[config.mk]
export PLATFORM = sky130hd
export DESIGN_NAME = prime_seq
export DESIGN_NICKNAME = d
export VERILOG_FILES = /design/src/verilog/ray_xform_pkg.sv /design/src/verilog/delay_line.sv /design/src/verilog/prime_seq.sv
export SDC_FILE = /design/constraint.sdc
export NUM_CORES = 1
export LEC_CHECK = 0
export BUFFER_PORTS_ARGS = -buffer_cell sky130_fd_sc_hd__buf_4
export CAP_MARGIN = 5
export CORE_AREA = 2 2 39 41
export DETAILED_ROUTE_END_ITERATION = 12
export DIE_AREA = 0 0 41 43
export MAX_ROUTING_LAYER = met4
export PLACE_DENSITY_LB_ADDON = 0.05
export SETUP_SLACK_MARGIN = 0.02
export SLEW_MARGIN = 30
export SYNTH_ARGS = -nofsm -noshare
export SYNTH_HDL_FRONTEND = slang
export SYNTH_HIERARCHICAL = 1
export SYNTH_SLANG_ARGS = --single-unit
[constraint.sdc]
create_clock -name clk -period 1.11 [get_ports clk]
set_input_delay 0.111 -clock clk [delete_from_list [all_inputs] [get_ports clk]]
set_output_delay 0.111 -clock clk [all_outputs]
set_load 0.1 [all_outputs]
[src/verilog/ray_xform_pkg.sv]
// ray transform package
// Q16.16 fixed-point types, pipeline latencies and the row sequencer states

package ray_xform_pkg;

  // number formats
  localparam int FIXED_W   = 32;
  localparam int PROD_W    = 2 * FIXED_W;
  localparam int FRAC_BITS = 16;

  // signed Q16.16 coordinate, matrix element or result
  typedef logic signed [FIXED_W-1:0] fixed_t;

  // full-width product before rescaling
  typedef logic signed [PROD_W-1:0] prod_t;

  // component index: 0 = x, 1 = y, 2 = z
  typedef logic [1:0] axis_t;

  localparam axis_t AXIS_X = 2'd0;
  localparam axis_t AXIS_Y = 2'd1;
  localparam axis_t AXIS_Z = 2'd2;

  // pipeline depths in clock edges
  localparam int MULT_LAT = 3;
  localparam int ADD_LAT  = 1;

  // multiplier plus two adder levels
  localparam int TREE_LAT = MULT_LAT + 2 * ADD_LAT;

  // operand register in front of the trees
  localparam int SEL_LAT = 1;

  // start edge to first result, 6 with the values above
  localparam int CALC_LAT = SEL_LAT + TREE_LAT;

  // one state per matrix row, plus idle
  typedef enum logic [1:0] {
    IDLE  = 2'd0,
    ROW_X = 2'd1,
    ROW_Y = 2'd2,
    ROW_Z = 2'd3
  } seq_state_t;

endpackage

[src/verilog/delay_line.sv]
// register shift line
// delays a vector by LAT clock edges, all stages cleared by reset

`timescale 1ns/1ps

module delay_line #(
  parameter int LAT   = 1,
  parameter int WIDTH = 32
) (
  input  logic             clk,
  input  logic             rst,
  input  logic [WIDTH-1:0] din,
  output logic [WIDTH-1:0] dout
);

  logic [WIDTH-1:0] stage [LAT];

  always_ff @(posedge clk) begin
    if (rst) begin
      for (int i = 0; i < LAT; i++) begin
        stage[i] <= '0;
      end
    end else begin
      stage[0] <= din;
      for (int i = 1; i < LAT; i++) begin
        stage[i] <= stage[i-1];
      end
    end
  end

  assign dout = stage[LAT-1];

endmodule

[src/verilog/prime_seq.sv]
// row sequencer for the transform unit
// accepts start, steps rows x, y, z and tracks valid/axis down the pipeline

`timescale 1ns/1ps

module prime_seq (
  input  logic                 clk,
  input  logic                 rst,
  input  logic                 start,
  output logic                 start_ok,
  output logic                 row_go,
  output ray_xform_pkg::axis_t row_sel,
  output logic                 out_valid,
  output ray_xform_pkg::axis_t out_axis,
  output logic                 busy
);

  ray_xform_pkg::seq_state_t state;
  ray_xform_pkg::seq_state_t state_nxt;

  // start is taken when idle or on the last row of the previous ray
  assign start_ok = start &&
    (state == ray_xform_pkg::IDLE || state == ray_xform_pkg::ROW_Z);

  always_comb begin
    case (state)
      ray_xform_pkg::IDLE:  state_nxt = start_ok ? ray_xform_pkg::ROW_X : ray_xform_pkg::IDLE;
      ray_xform_pkg::ROW_X: state_nxt = ray_xform_pkg::ROW_Y;
      ray_xform_pkg::ROW_Y: state_nxt = ray_xform_pkg::ROW_Z;
      default:              state_nxt = start_ok ? ray_xform_pkg::ROW_X : ray_xform_pkg::IDLE;
    endcase
  end

  always_ff @(posedge clk) begin
    if (rst) begin
      state <= ray_xform_pkg::IDLE;
    end else begin
      state <= state_nxt;
    end
  end

  always_comb begin
    case (state)
      ray_xform_pkg::ROW_Y: row_sel = ray_xform_pkg::AXIS_Y;
      ray_xform_pkg::ROW_Z: row_sel = ray_xform_pkg::AXIS_Z;
      default:              row_sel = ray_xform_pkg::AXIS_X;
    endcase
  end

  assign row_go = (state != ray_xform_pkg::IDLE);
  assign busy   = row_go;

  // valid and axis follow the operands: one select edge plus the tree
  delay_line #(
    .LAT   (ray_xform_pkg::SEL_LAT + ray_xform_pkg::TREE_LAT),
    .WIDTH (1 + $bits(ray_xform_pkg::axis_t))
  ) tag_dly (
    .clk  (clk),
    .rst  (rst),
    .din  ({row_go, row_sel}),
    .dout ({out_valid, out_axis})
  );

endmodule

==> results.py <==
metrics = {
    "placed_design": {
        "gp_congestion": 0.6253,
        "port_buffers": 10,
        "dp_hpwl_um": 560,
        "place_ws_ns": -0.08725,
    },
    "critical_path": {
        "startpoint": "state[0]",
        "cp_data_arrival_time_ns": 1.35,
        "cp_max_fo": 2,
        "critPathMaxStageDelay_ns": 0.35,
        "worstSetupEndpointType": "output pin",
        "rr_endpoint": "state[0]",
        "rrSetupSlack_ns": -0.09,
        "rr_worst_depth": 7,
        "crit_slowest_cell": "dfxtp_2",
        "rr_startpoint": "state[0]",
        "critPathCapture": "start_ok",
        "worstSetupPathType": "flop to output pin",
        "startpoint_type": "flop",
        "worstPathRequired_ns": 1.00,
        "path_cells": "inv_2, ha_4, and2b_4, buf_12",
    },
    "yosys": {
        "syn_inst": 53,
        "asyncSetResetFlopFracSynth_pct": 0,
        "yosys_warnings": 6,
        "synth_top_area_share_pct": 62.99,
        "yosys-top-cells-area": "dfxtp_1 63%, nor2b_1 12%, and2b_1 9.4%, buf_4 5.9%, ha_1 5.9%",
        "synth-seq-area-share_pct": 62.99,
        "synth_most_common_cell": "dfxtp_1",
        "syn_area_um2": 635.6,
        "ys.flop_type": "dfxtp_1",
        "yosysTopAreaCell": "dfxtp_1",
        "yosys-top-cells-count": "20 x dfxtp_1, 12 x nor2b_1, 8 x and2b_1",
        "synth_cell_type_count": 8,
        "synth_seq_cells": 20,
        "syn_nets": 59,
        "synth-edff-count": 0,
        "synth_area_per_cell_um2": 11.99,
    },
    "grt": {
        "grt_overflow_total": 0,
        "grt_pass1_wl_um": 1545,
        "antenna_found_initial": 0,
        "grt_pass1_vias": 370,
        "grt_usage_pct": 14.78,
        "grt_start_max_net_pins": 21,
    },
    "flow_run": {
        "maxCapViolCount": 0,
    },
    "floorplan": {
        "die_w_um": 41,
        "placeableCoreArea_um2": 1384,
        "die_h_um": 43,
        "row_count": 14,
        "pin_count": 11,
        "dieArea_um2": 1763,
        "start_util_pct": 45.93,
    },
    "timing": {
        "final-setup-viol-count": 7,
        "holdWs_ns": 0.05199,
        "max-slew-margin-rel_pct": 81.64,
        "clock_skew_ns": 0.004475,
        "fmax_mhz": 685.9,
        "maxSlewViolCount": 0,
        "worst_slack_ns": -0.3480,
        "period_share_pct": 131.3,
        "hold_violations": 0,
        "period_minus_slack_ns": 1.458,
        "setup-tns-final_ns": -1.078,
        "worstMarginPinSlew_ns": 0.2777,
        "grt_setup_unrepaired": "yes",
    },
    "finish": {
        "antenna_cells": 0,
        "multi_input_area_um2": 226.5,
        "regArea_um2": 402.9,
        "n_fill_cell": 108,
        "nets": 75,
        "layout-area-overhead-vs-synth_pct": 40.16,
        "utilization_pct": 64.38,
        "drive_gt1_share_pct": 42.65,
    },
    "power": {
        "total_leakage_power_uw": 0.0003946,
        "p_per_area_nw_per_um2": 1960,
        "ir_drop_mv": 1.426,
    },
    "min_path": {
        "worstHoldStart": "start",
        "hp-class": "input port to flop",
    },
    "drt": {
        "post-route-drc-count": 0,
        "first_pass_iters": 1,
        "drt_wl_total_um": 899,
        "wl_per_cell_um": 10.70,
        "ant_nets": 0,
        "route.vias.total": 364,
        "drtIter0Drc": 0,
        "vias_per_cell": 4.333,
    },
    "clocking": {
        "worstSkewPairLatency_ns": 0.30,
        "holdBufCountCts": 0,
        "htreeDepth": 1,
        "cts.sinks": 20,
        "cts_root_buf": "clkbuf_4",
        "cts_tree": "done",
        "clk_pin_slew_ns": 0.11,
        "numCtsBuffers": 3,
        "cts_buffer_depth": 2,
    },
    "outcome": {
        "status": "finished, violations left",
        "failed_checks": "setup timing",
    },
}
cells in the final DEF (no fill, tap or decap):
| cell | instances |
|---|---|
| inv_2 | 2 |
| clkinvlp_4 | 1 |
| and2b_1 | 7 |
| buf_12 | 5 |
| ha_4 | 3 |
| dfxtp_1 | 18 |
| clkbuf_4 | 3 |
| nor2b_1 | 12 |
| and2b_4 | 1 |
| buf_6 | 2 |
| clkbuf_8 | 1 |
| buf_4 | 9 |
| nor2_1 | 1 |
| dfxtp_2 | 2 |
| mux2i_1 | 1 |
state kept, by name, summed over array words and instances, names as in the netlist:
name,flops
state,2
tag_dly/stage,18
layer usage:
metal	vias to the layer above	GRT usage [%]	wire length [um]
li1	183	-	-
met1	164	15.00	363
met2	12	20.94	453
met3	5	7.853	54
met4	0	10.00	27
met5	-	-	0
worst min-delay path by stage:
| stage | end | slack [ns] | cells after the start |
|---|---|---|---|
| after floorplan | state[1] | 0.18 | 1 |
| after global placement | state[0] | 0.35 | 3 |
| after detailed placement | state[0] | 0.37 | 3 |
| after CTS | state[0] | 0.06 | 3 |
| after global routing | state[0] | 0.03 | 3 |
| final | state[0] | 0.05 | 3 |
power breakdown:
part | internal [uW] | total (uW) | switching [uW]
Combinational | 240 | 577 | 338
Clock | 200 | 409 | 209
Sequential | 749 | 760 | 11.0
Total | 1190 | 1750 | 557
critical path, delay by kind of cell, from the launching register on:
family,cells,cell delay [ns]
buffers and inverters,2,0.22
and+or+nand+nor,1,0.26
adders and majority gates,1,0.23
DFF,1,0.35
final cells by class:
type | count | area share [%]
Sequential cell | 20 | 45.22
Clock buffer | 4 | 4.073
Timing Repair Buffer | 16 | 21.35
Tap cell | 16 | 2.247
Multi-Input combinational cell | 25 | 25.42
Inverter | 3 | 1.685
per-stage QoR:
step,power [uW],area (um^2),cells
after floorplan,1156,671.9,53
after global placement,1204,747.0,78
after detailed placement,1218,747.0,78
after CTS,1762,912.1,86
after global routing,1819,890.9,84
final,1746,890.9,84
kinds of logic (layout without fill, tap and decap cells):
| family | Yosys count | after routing | share of synthesized area, % |
|---|---|---|---|
| flops | 20 | 20 | 62.99 |
| fa+ha+maj | 3 | 3 | 5.906 |
| simple gates | 21 | 21 | 21.85 |
| mux | 1 | 1 | 1.575 |
| buf+inv | 8 | 23 | 7.678 |
what timing repair did:
action / 4_1_cts / 5_1_grt
setup buffers: 5 / 2
gates cloned: 0 / 0
pin swaps: 2 / 3
setup endpoints to repair: 5 / 7
resized for setup: 22 / 2
No activity file was read; power rests on OpenSTA's default activity.
