**config.mk**
```make
export PLATFORM = sky130hd
export DESIGN_NAME = operand_select
export DESIGN_NICKNAME = d
export VERILOG_FILES = /design/src/verilog/ray_xform_pkg.sv /design/src/verilog/operand_select.sv
export SDC_FILE = /design/constraint.sdc
export NUM_CORES = 1
export LEC_CHECK = 0
export ABC_CLOCK_PERIOD_IN_PS = 4300
export BUFFER_PORTS_ARGS = -buffer_cell sky130_fd_sc_hd__buf_2
export CORE_AREA = 2 2 355 357
export CTS_CLUSTER_DIAMETER = 200
export CTS_CLUSTER_SIZE = 24
export DETAILED_ROUTE_END_ITERATION = 16
export DIE_AREA = 0 0 357 359
export SYNTH_ARGS = -nofsm -noshare
export SYNTH_HDL_FRONTEND = slang
export SYNTH_SLANG_ARGS = --single-unit
```
**constraint.sdc**
```tcl
create_clock -name clk -period 4.3 [get_ports clk]
set_input_delay 0.215 -clock clk [delete_from_list [all_inputs] [get_ports clk]]
set_output_delay 0.215 -clock clk [all_outputs]
set_load 0.02 [all_outputs]
```
**src/verilog/ray_xform_pkg.sv**
```systemverilog
// ray transform package
// Q16.16 fixed-point types, pipeline latencies and the row sequencer states

package ray_xform_pkg;

  // number formats
  localparam int FIXED_W   = 32;
  localparam int PROD_W    = 2 * FIXED_W;
  localparam int FRAC_BITS = 16;

  // signed Q16.16 coordinate, matrix element or result
  typedef logic signed [FIXED_W-1:0] fixed_t;

  // full-width product before rescaling
  typedef logic signed [PROD_W-1:0] prod_t;

  // component index: 0 = x, 1 = y, 2 = z
  typedef logic [1:0] axis_t;

  localparam axis_t AXIS_X = 2'd0;
  localparam axis_t AXIS_Y = 2'd1;
  localparam axis_t AXIS_Z = 2'd2;

  // pipeline depths in clock edges
  localparam int MULT_LAT = 3;
  localparam int ADD_LAT  = 1;

  // multiplier plus two adder levels
  localparam int TREE_LAT = MULT_LAT + 2 * ADD_LAT;

  // operand register in front of the trees
  localparam int SEL_LAT = 1;

  // start edge to first result, 6 with the values above
  localparam int CALC_LAT = SEL_LAT + TREE_LAT;

  // one state per matrix row, plus idle
  typedef enum logic [1:0] {
    IDLE  = 2'd0,
    ROW_X = 2'd1,
    ROW_Y = 2'd2,
    ROW_Z = 2'd3
  } seq_state_t;

endpackage

```
**src/verilog/operand_select.sv**
```systemverilog
// operand selector for the transform trees
// latches ray and triangle on an accepted start, then issues one matrix row per cycle

`timescale 1ns/1ps

module operand_select (
  input  logic                  clk,
  input  logic                  rst,
  input  logic                  start_ok,
  input  logic                  row_go,
  input  ray_xform_pkg::axis_t  row_sel,
  input  ray_xform_pkg::fixed_t m11, m12, m13,
  input  ray_xform_pkg::fixed_t m21, m22, m23,
  input  ray_xform_pkg::fixed_t m31, m32, m33,
  input  ray_xform_pkg::fixed_t trans_x, trans_y, trans_z,
  input  ray_xform_pkg::fixed_t origin_x, origin_y, origin_z,
  input  ray_xform_pkg::fixed_t dir_x, dir_y, dir_z,
  output ray_xform_pkg::fixed_t row_a, row_b, row_c, row_t,
  output ray_xform_pkg::fixed_t org_x, org_y, org_z,
  output ray_xform_pkg::fixed_t dir_x_q, dir_y_q, dir_z_q
);

  // latched triangle record
  ray_xform_pkg::fixed_t mat [9];
  ray_xform_pkg::fixed_t trn [3];

  // latched ray
  ray_xform_pkg::fixed_t ray_o [3];
  ray_xform_pkg::fixed_t ray_d [3];

  always_ff @(posedge clk) begin
    if (start_ok) begin
      mat   <= '{m11, m12, m13, m21, m22, m23, m31, m32, m33};
      trn   <= '{trans_x, trans_y, trans_z};
      ray_o <= '{origin_x, origin_y, origin_z};
      ray_d <= '{dir_x, dir_y, dir_z};
    end
  end

  // row register, zeros between rays
  always_ff @(posedge clk) begin
    if (rst || !row_go) begin
      row_a <= '0;
      row_b <= '0;
      row_c <= '0;
      row_t <= '0;
    end else begin
      row_a <= mat[3*row_sel];
      row_b <= mat[3*row_sel+1];
      row_c <= mat[3*row_sel+2];
      row_t <= trn[row_sel];
    end
  end

  // ray copy registered beside the row, so a start in ROW_Z
  // cannot swap the vector under the last row of the previous ray
  always_ff @(posedge clk) begin
    org_x   <= ray_o[0];
    org_y   <= ray_o[1];
    org_z   <= ray_o[2];
    dir_x_q <= ray_d[0];
    dir_y_q <= ray_d[1];
    dir_z_q <= ray_d[2];
  end

endmodule

```
==> results of run 1 <==
[critical path, cell delays in order]
cell	delay [ns]
dlygate4sd3_1	0.57
buf_8	0.24
buf_12	0.40
ha_4	0.43
buf_4	0.42
mux4_2	0.56
a22oi_1	0.45
nand2_1	0.10
[per-stage QoR]
stage	power (W)	area, sq um	setup WS, ns	util
final	0.0172	44200	1.35	0.355
after CTS	0.0174	44100	1.20	0.354
after global routing	0.0178	44200	1.13	0.354
after global placement	0.0122	37100	1.12	0.298
after floorplan	0.0112	30700	2.17	-
after detailed placement	0.0122	37100	1.12	0.298
[timing repair]
| action | in CTS | in global routing |
|---|---|---|
| setup endpoints to repair | 0 | 0 |
| hold buffers | 579 | 0 |
| setup buffers | 0 | 0 |
| endpoints found under the hold margin | 579 | 0 |
[metal layers]
layer / up-vias / wire length, um
met5: - / 69
met4: 10 / 2950
met3: 161 / 9690
met2: 994 / 53200
met1: 10308 / 41000
li1: 9194 / -
[cells by family (layout without fill, tap and decap cells)]
| logic type | count (synthesis) | in the layout |
|---|---|---|
| DFF | 896 | 896 |
| adders and majority gates | 4 | 4 |
| and+or+nand+nor | 281 | 281 |
| AOI/OAI and AO/OA | 161 | 161 |
| xor gates and xnor gates | 2 | 2 |
| other | 0 | 13 |
| buffers and inverters | 91 | 1595 |
| muxes | 192 | 192 |
[where the power goes]
part | internal (W) | switching (W)
Clock | 0.00194 | 0.00279
Sequential | 0.00986 | 0.000323
Combinational | 0.00110 | 0.00119
Total | 0.0129 | 0.00431
[flip-flops by register name, summed over array words and instances (netlist names), 96 cells and up]
signal  cells
ray_o      96
trn        96
mat       288
ray_d      96
[path summary, 6_finish.rpt]
check / slack (ns) / startpoint / to
max: 1.35 / row_sel[0] / row_c[0]$_SDFF_PP0_
min: 0.17 / start_ok / mat[85]$_DFFE_PP_
max reg2reg: 2.64 / mat[30]$_DFFE_PP_ / row_a[30]$_SDFF_PP0_
min reg2reg: 0.34 / ray_d[1]$_DFFE_PP_ / dir_z_q[1]$_DFF_P_
[final cells by class]
type,instances,area [sq um],share of cell area
Tap cell,1650,2060,0.0467
Timing Repair Buffer,1514,10700,0.241
Multi-Input combinational cell,640,6460,0.146
Inverter,4,15.0,0.000340
Clock buffer,73,1190,0.0269
Antenna cell,13,32.5,0.000736
Sequential cell,896,23700,0.537
Clock inverter,4,65.1,0.00147
[synth_stat cells (26+ instances only)]
cell type and count:
nand2_1 139, mux2i_1 58, a21boi_0 26, a2111oi_2 28
buf_2 26, a21oi_1 34, nor2b_1 33, a22oi_1 34
edfxtp_1 576, o221ai_2 26, mux4_2 129, dfxtp_1 320
nor2_1 98
==> flow_summary.toml, run 1 <==
[status]
outcome = "completed"

[clock_tree]
cts_tree = "built"
cts_buffers = 43
root_buffer = "clkbuf_16"
cts.htree.levels = 2
cts.sinks = 896
ctsResizeCount = 0
clk_pin_slew_ns = 0.11
clockBufferDepth = 3
clock_latency_ns = 0.66

[floorplan]
die_y_um = 359
start_util = 0.247
core_area_sq_um = 125000
rows = 130
pin_count = 902
die_w_um = 357
die-area_sq_um = 128000

[synth]
yosys-top-cells-area = "edfxtp_1 56%, dfxtp_1 21%, mux4_2 9.5%, mux2i_1 1.9%, nand2_1 1.7%"
syn_inst = 1627
async_flop_share = 0
netlist.top_cell.by_area = "edfxtp_1"
synth_simple_gate_area_frac = 0.0389
synth_compound_area_frac = 0.0497
syn_area_sq_um = 30700
synth_fa_ha_area_frac = 0.00163
synth_edf_count = 576
synth_fp_nets = 2213
synth.area.mux_share = 0.117
ys.flop_type = "edfxtp_1"
ys_seq_area_frac = 0.771
syn_avg_cell_area_sq_um = 18.9
synth_top_family_by_area = "multiplexers"
ys_types = 42
synth_xor_xnor_area_share = 0.000814
synth.yosys.warnings = 0
yosys.area.top_type_share = 0.563
ys_seq_elements = 896

[global_route]
grt.busiest_layer = "met2"
grt_max_degree = 120
grt_util_met3 = 0.0441
track_usage = 0.160
grt_pass1_wl_um = 150000
met1_usage = 0.192
grt_overflow = 0
grt_pass1_vias = 21729
antenna_found_initial = 20
use_met2 = 0.279

[run]
drv_cap = 0

[layout]
layout_commonest_cell = "buf_2"
drive_above_1_share = 0.378
final_cell_mix = "899 x buf_2, 579 x dlygate4sd3_1, 576 x edfxtp_1, 320 x dfxtp_1, 139 x nand2_1"
fin_nets = 3685
num-fill-cells = 11825
syn_to_final_growth_pct = 43.7
final_cells = 4794

[worst_setup_path]
cp_data_arrival_time_ns = 3.49
worstSetupEndpointType = "flop"
worst-path-max-fanout = 119
critical_path_class = "in -> reg"
critPathLaunchType = "input port"
rr_worst_depth = 4
required_ns = 4.84

[sta]
max-slew-margin-rel = 0.271
skew_ns = 0.0356
fin_tns_setup_ns = 0
hold_viol_final = 0
worst_pin_slew_ns = 1.09
rsz0062_at_grt = "false"
hold_ws_ns = 0.168
slew_viol_final = 0
fmax_mhz = 339
setup_viol = 0
finalCriticalPeriod_ns = 2.95
fin_crit_sh = 0.685

[placement]
gp_congestion = 0.841
portBuffers = 901
place_inst = 4125
hpwl_um = 75800

[drt]
first_pass_iters = 6
drc_errors = 0
wl_um = 107000
vias_per_cell = 4.31
drt_first_iter_violations = 1880
ant_nets = 0
num_vias = 20667
wl_per_cell_um = 22.3

[power]
powerDensity_nw_per_um2 = 389
power_leakage_nw = 17.3
vdd.ir_drop.worst_v = 0.000418

[hold_path]
min_path_type = "in -> reg"
hold_path_depth = 1
Note: power is estimated with default switching activity, not from simulation.
==> run 2: changes to the inputs <==
ABC_AREA = 1   (was not set)
ABC_CLOCK_PERIOD_IN_PS = 2570   (was 4300)
clock period = 2.57 ns   (was 4.3 ns; I/O delays follow)
==> run 2 against run 1 <==
- area after synthesis is 0.23% higher
- clock skew up 0.0041 ns
- synthesized cell count increased by 58%
- combinational power increased by 84%
- cell area is 1.0% higher
- critical path depth up 1
- flip-flop and latch count unchanged
- clock-buffer cell count is 2 higher
- wire length grew 12%
- register-to-register slack worse by 1.3 ns
- utilization grew 0.35 points
- clock power grew 70%
==> flow_summary.toml, run 2 <==
[drt]
drt_first_iter_violations = 2279
vias_per_cell = 4.35
wl_per_cell_um = 20.9
drc_errors = 0
first_pass_iters = 7
num_vias = 24887
ant_nets = 0
wl_um = 119000

[sta]
finalCriticalPeriod_ns = 2.15
fmax_mhz = 466
fin_tns_setup_ns = 0
hold_viol_final = 0
fin_crit_sh = 0.836
rsz0062_at_grt = "false"
slew_viol_final = 0
skew_ns = 0.0397
setup_viol = 0
max-slew-margin-rel = 0.392
worst_pin_slew_ns = 0.912

[placement]
place_area_sq_um = 37500
hpwl_um = 82400
portBuffers = 901
gp_congestion = 0.866

[global_route]
grt_max_degree = 159
antenna_found_initial = 36
grt_overflow = 0
grt_pass1_wl_um = 169000
grt_pass1_vias = 25711
track_usage = 0.179

[clock_tree]
cts_setup_buffers = 0
clockBufferDepth = 3
cts.htree.levels = 2
cts_buffers = 43
hold_buffers = 581
clk_pin_slew_ns = 0.11
root_buffer = "clkbuf_16"
ctsResizeCount = 0
cts.sinks = 896
clock_latency_ns = 0.66
cts_tree = "built"

[power]
vdd.ir_drop.worst_v = 0.000650
finalPower_w = 0.0291
power_leakage_nw = 19.2
powerDensity_nw_per_um2 = 652

[layout]
finalInstanceArea_sq_um = 44600
fin_nets = 4604
syn_to_final_growth_pct = 44.8
final_cell_mix = "899 x buf_2, 652 x nand2_1, 581 x dlygate4sd3_1, 576 x edfxtp_1, 352 x nand3_1"
num-fill-cells = 12104
top_register = "mat"
layout_commonest_cell = "buf_2"
largest_register_ffs = 288
drive_above_1_share = 0.250

[worst_setup_path]
critPathLaunchType = "input port"
crit_chain = "dlygate4sd3_1 -> buf_2 -> nor2_1 -> dlygate4sd3_1 -> inv_4 -> nor2_4 -> buf_12 -> nand2_1 -> nor2_1"
slowest_stage = "dlygate4sd3_1"
required_ns = 3.13
critPathTopFamily = "buffers and inverters"
cp_data_arrival_time_ns = 2.71
worstSetupEndpointType = "flop"
critical_path_class = "in -> reg"
worst-path-max-fanout = 32
path_buf_inv = 5
cpPeakStageDelay_ns = 0.68

[floorplan]
die_y_um = 359
rows = 130
pin_count = 902
start_util = 0.247
core_area_sq_um = 125000
die-area_sq_um = 128000
die_w_um = 357

[synth]
synth_fa_ha_area_frac = 0.00162
netlist.top_cell.by_area = "edfxtp_1"
syn_inst = 2567
synth_compound_area_frac = 0.0305
ys_seq_area_frac = 0.769
ys.flop_type = "edfxtp_1"
synth_top_family_by_area = "simple AND/OR/NAND/NOR gates"
synth_common_cells = "652 x nand2_1, 576 x edfxtp_1, 352 x nand3_1"
yosys-top-cells-area = "edfxtp_1 56%, dfxtp_1 21%, nand2_1 7.9%, nand3_1 5.7%, inv_1 2.6%"
syn_area_sq_um = 30800
synth_fp_nets = 3153
synth.area.mux_share = 0
ys_seq_elements = 896
synth_xor_xnor_area_share = 0.000284
synth.yosys.warnings = 0
ys_types = 18
synth_simple_gate_area_frac = 0.153
synth_edf_count = 576
synthMostInstantiatedCell = "nand2_1"
async_flop_share = 0
syn_avg_cell_area_sq_um = 12.0
yosys.area.top_type_share = 0.561

[run]
drv_cap = 0

[status]
outcome = "completed"

[hold_path]
min_path_type = "in -> reg"
## run 2: cell count changes after synthesis, moves of 30 or more
| cell | change |
|---|---|
| nor2_1 | +30 |
| nor2b_1 | -33 |
| nand3_1 | +350 |
| mux4_2 | -129 |
| clkbuf_1 | +31 |
| inv_1 | +212 |
| nand2_1 | +513 |
| a22oi_1 | -34 |
| mux2i_1 | -58 |
| o21ai_0 | +55 |
| a21oi_1 | +95 |
## run 2: per-layer routing
metal / up-vias / wire length [um] / global-route usage / part of all wire
met5: - / 110 / 0 / 0.00092
met3: 260 / 10100 / 0.0452 / 0.085
met2: 1164 / 57900 / 0.307 / 0.48
met1: 11965 / 46500 / 0.213 / 0.39
met4: 16 / 4840 / 0.0711 / 0.041
li1: 11482 / - / - / -
## run 2: per-stage QoR
step / utilization / setup slack, ns / instances / hold WS (ns)
after floorplan: - / 0.366 / 2567 / 0.227
after global placement: 0.301 / 0.581 / 5042 / 0.305
after detailed placement: 0.301 / 0.584 / 5042 / 0.307
after CTS: 0.358 / 0.464 / 5702 / 0.0868
after global routing: 0.358 / 0.420 / 5714 / 0.117
final: 0.358 / 0.423 / 5721 / 0.162
## run 2: layout make-up
class,count,area (sq um),area share
clock buffers,75,1200,0.0268
repair buffers,1532,10900,0.245
inverters,216,823,0.0185
clock inverters,4,65.1,0.00146
flip-flops and latches,896,23700,0.531
diodes,19,47.5,0.00107
well taps,1650,2060,0.0463
multi-input cells,1329,5800,0.130
## run 2: logic make-up (layout without fill, tap and decap cells)
group / Yosys count / in the layout
compound gates: 188 / 188
flops: 896 / 896
buf+inv: 342 / 1827
fa+ha+maj: 4 / 4
simple gates: 1136 / 1136
xor+xnor: 1 / 1
other cells: 0 / 19
## run 2: worst register-to-register path, stage by stage, from the launching register on
cell and delay [ns]:
edfxtp_1 0.50, nand2_1 0.14, nand3_1 0.11, nand3_1 0.17, nand2_1 0.07, nand2_1 0.05, a21oi_1 0.06
## run 2: path summary, 6_finish.rpt
path / from / end / slack, ns / cells past startpoint
hold / removal: dir_z[27] / ray_d[27]$_DFFE_PP_ / 0.16 / 2
setup reg to reg: mat[33]$_DFFE_PP_ / row_a[1]$_SDFF_PP0_ / 1.32 / 6
hold reg to reg: ray_o[31]$_DFFE_PP_ / org_z[31]$_DFF_P_ / 0.32 / 0
setup / recovery: rst / row_b[24]$_SDFF_PP0_ / 0.42 / 9
## run 2: power by group
| group | switching [W] | leakage [nW] | total, W | internal [W] |
|---|---|---|---|---|
| combinational | 0.00252 | 10.3 | 0.00422 | 0.00170 |
| sequential | 0.000385 | 8.30 | 0.0169 | 0.0165 |
| clock | 0.00478 | 0.599 | 0.00804 | 0.00326 |
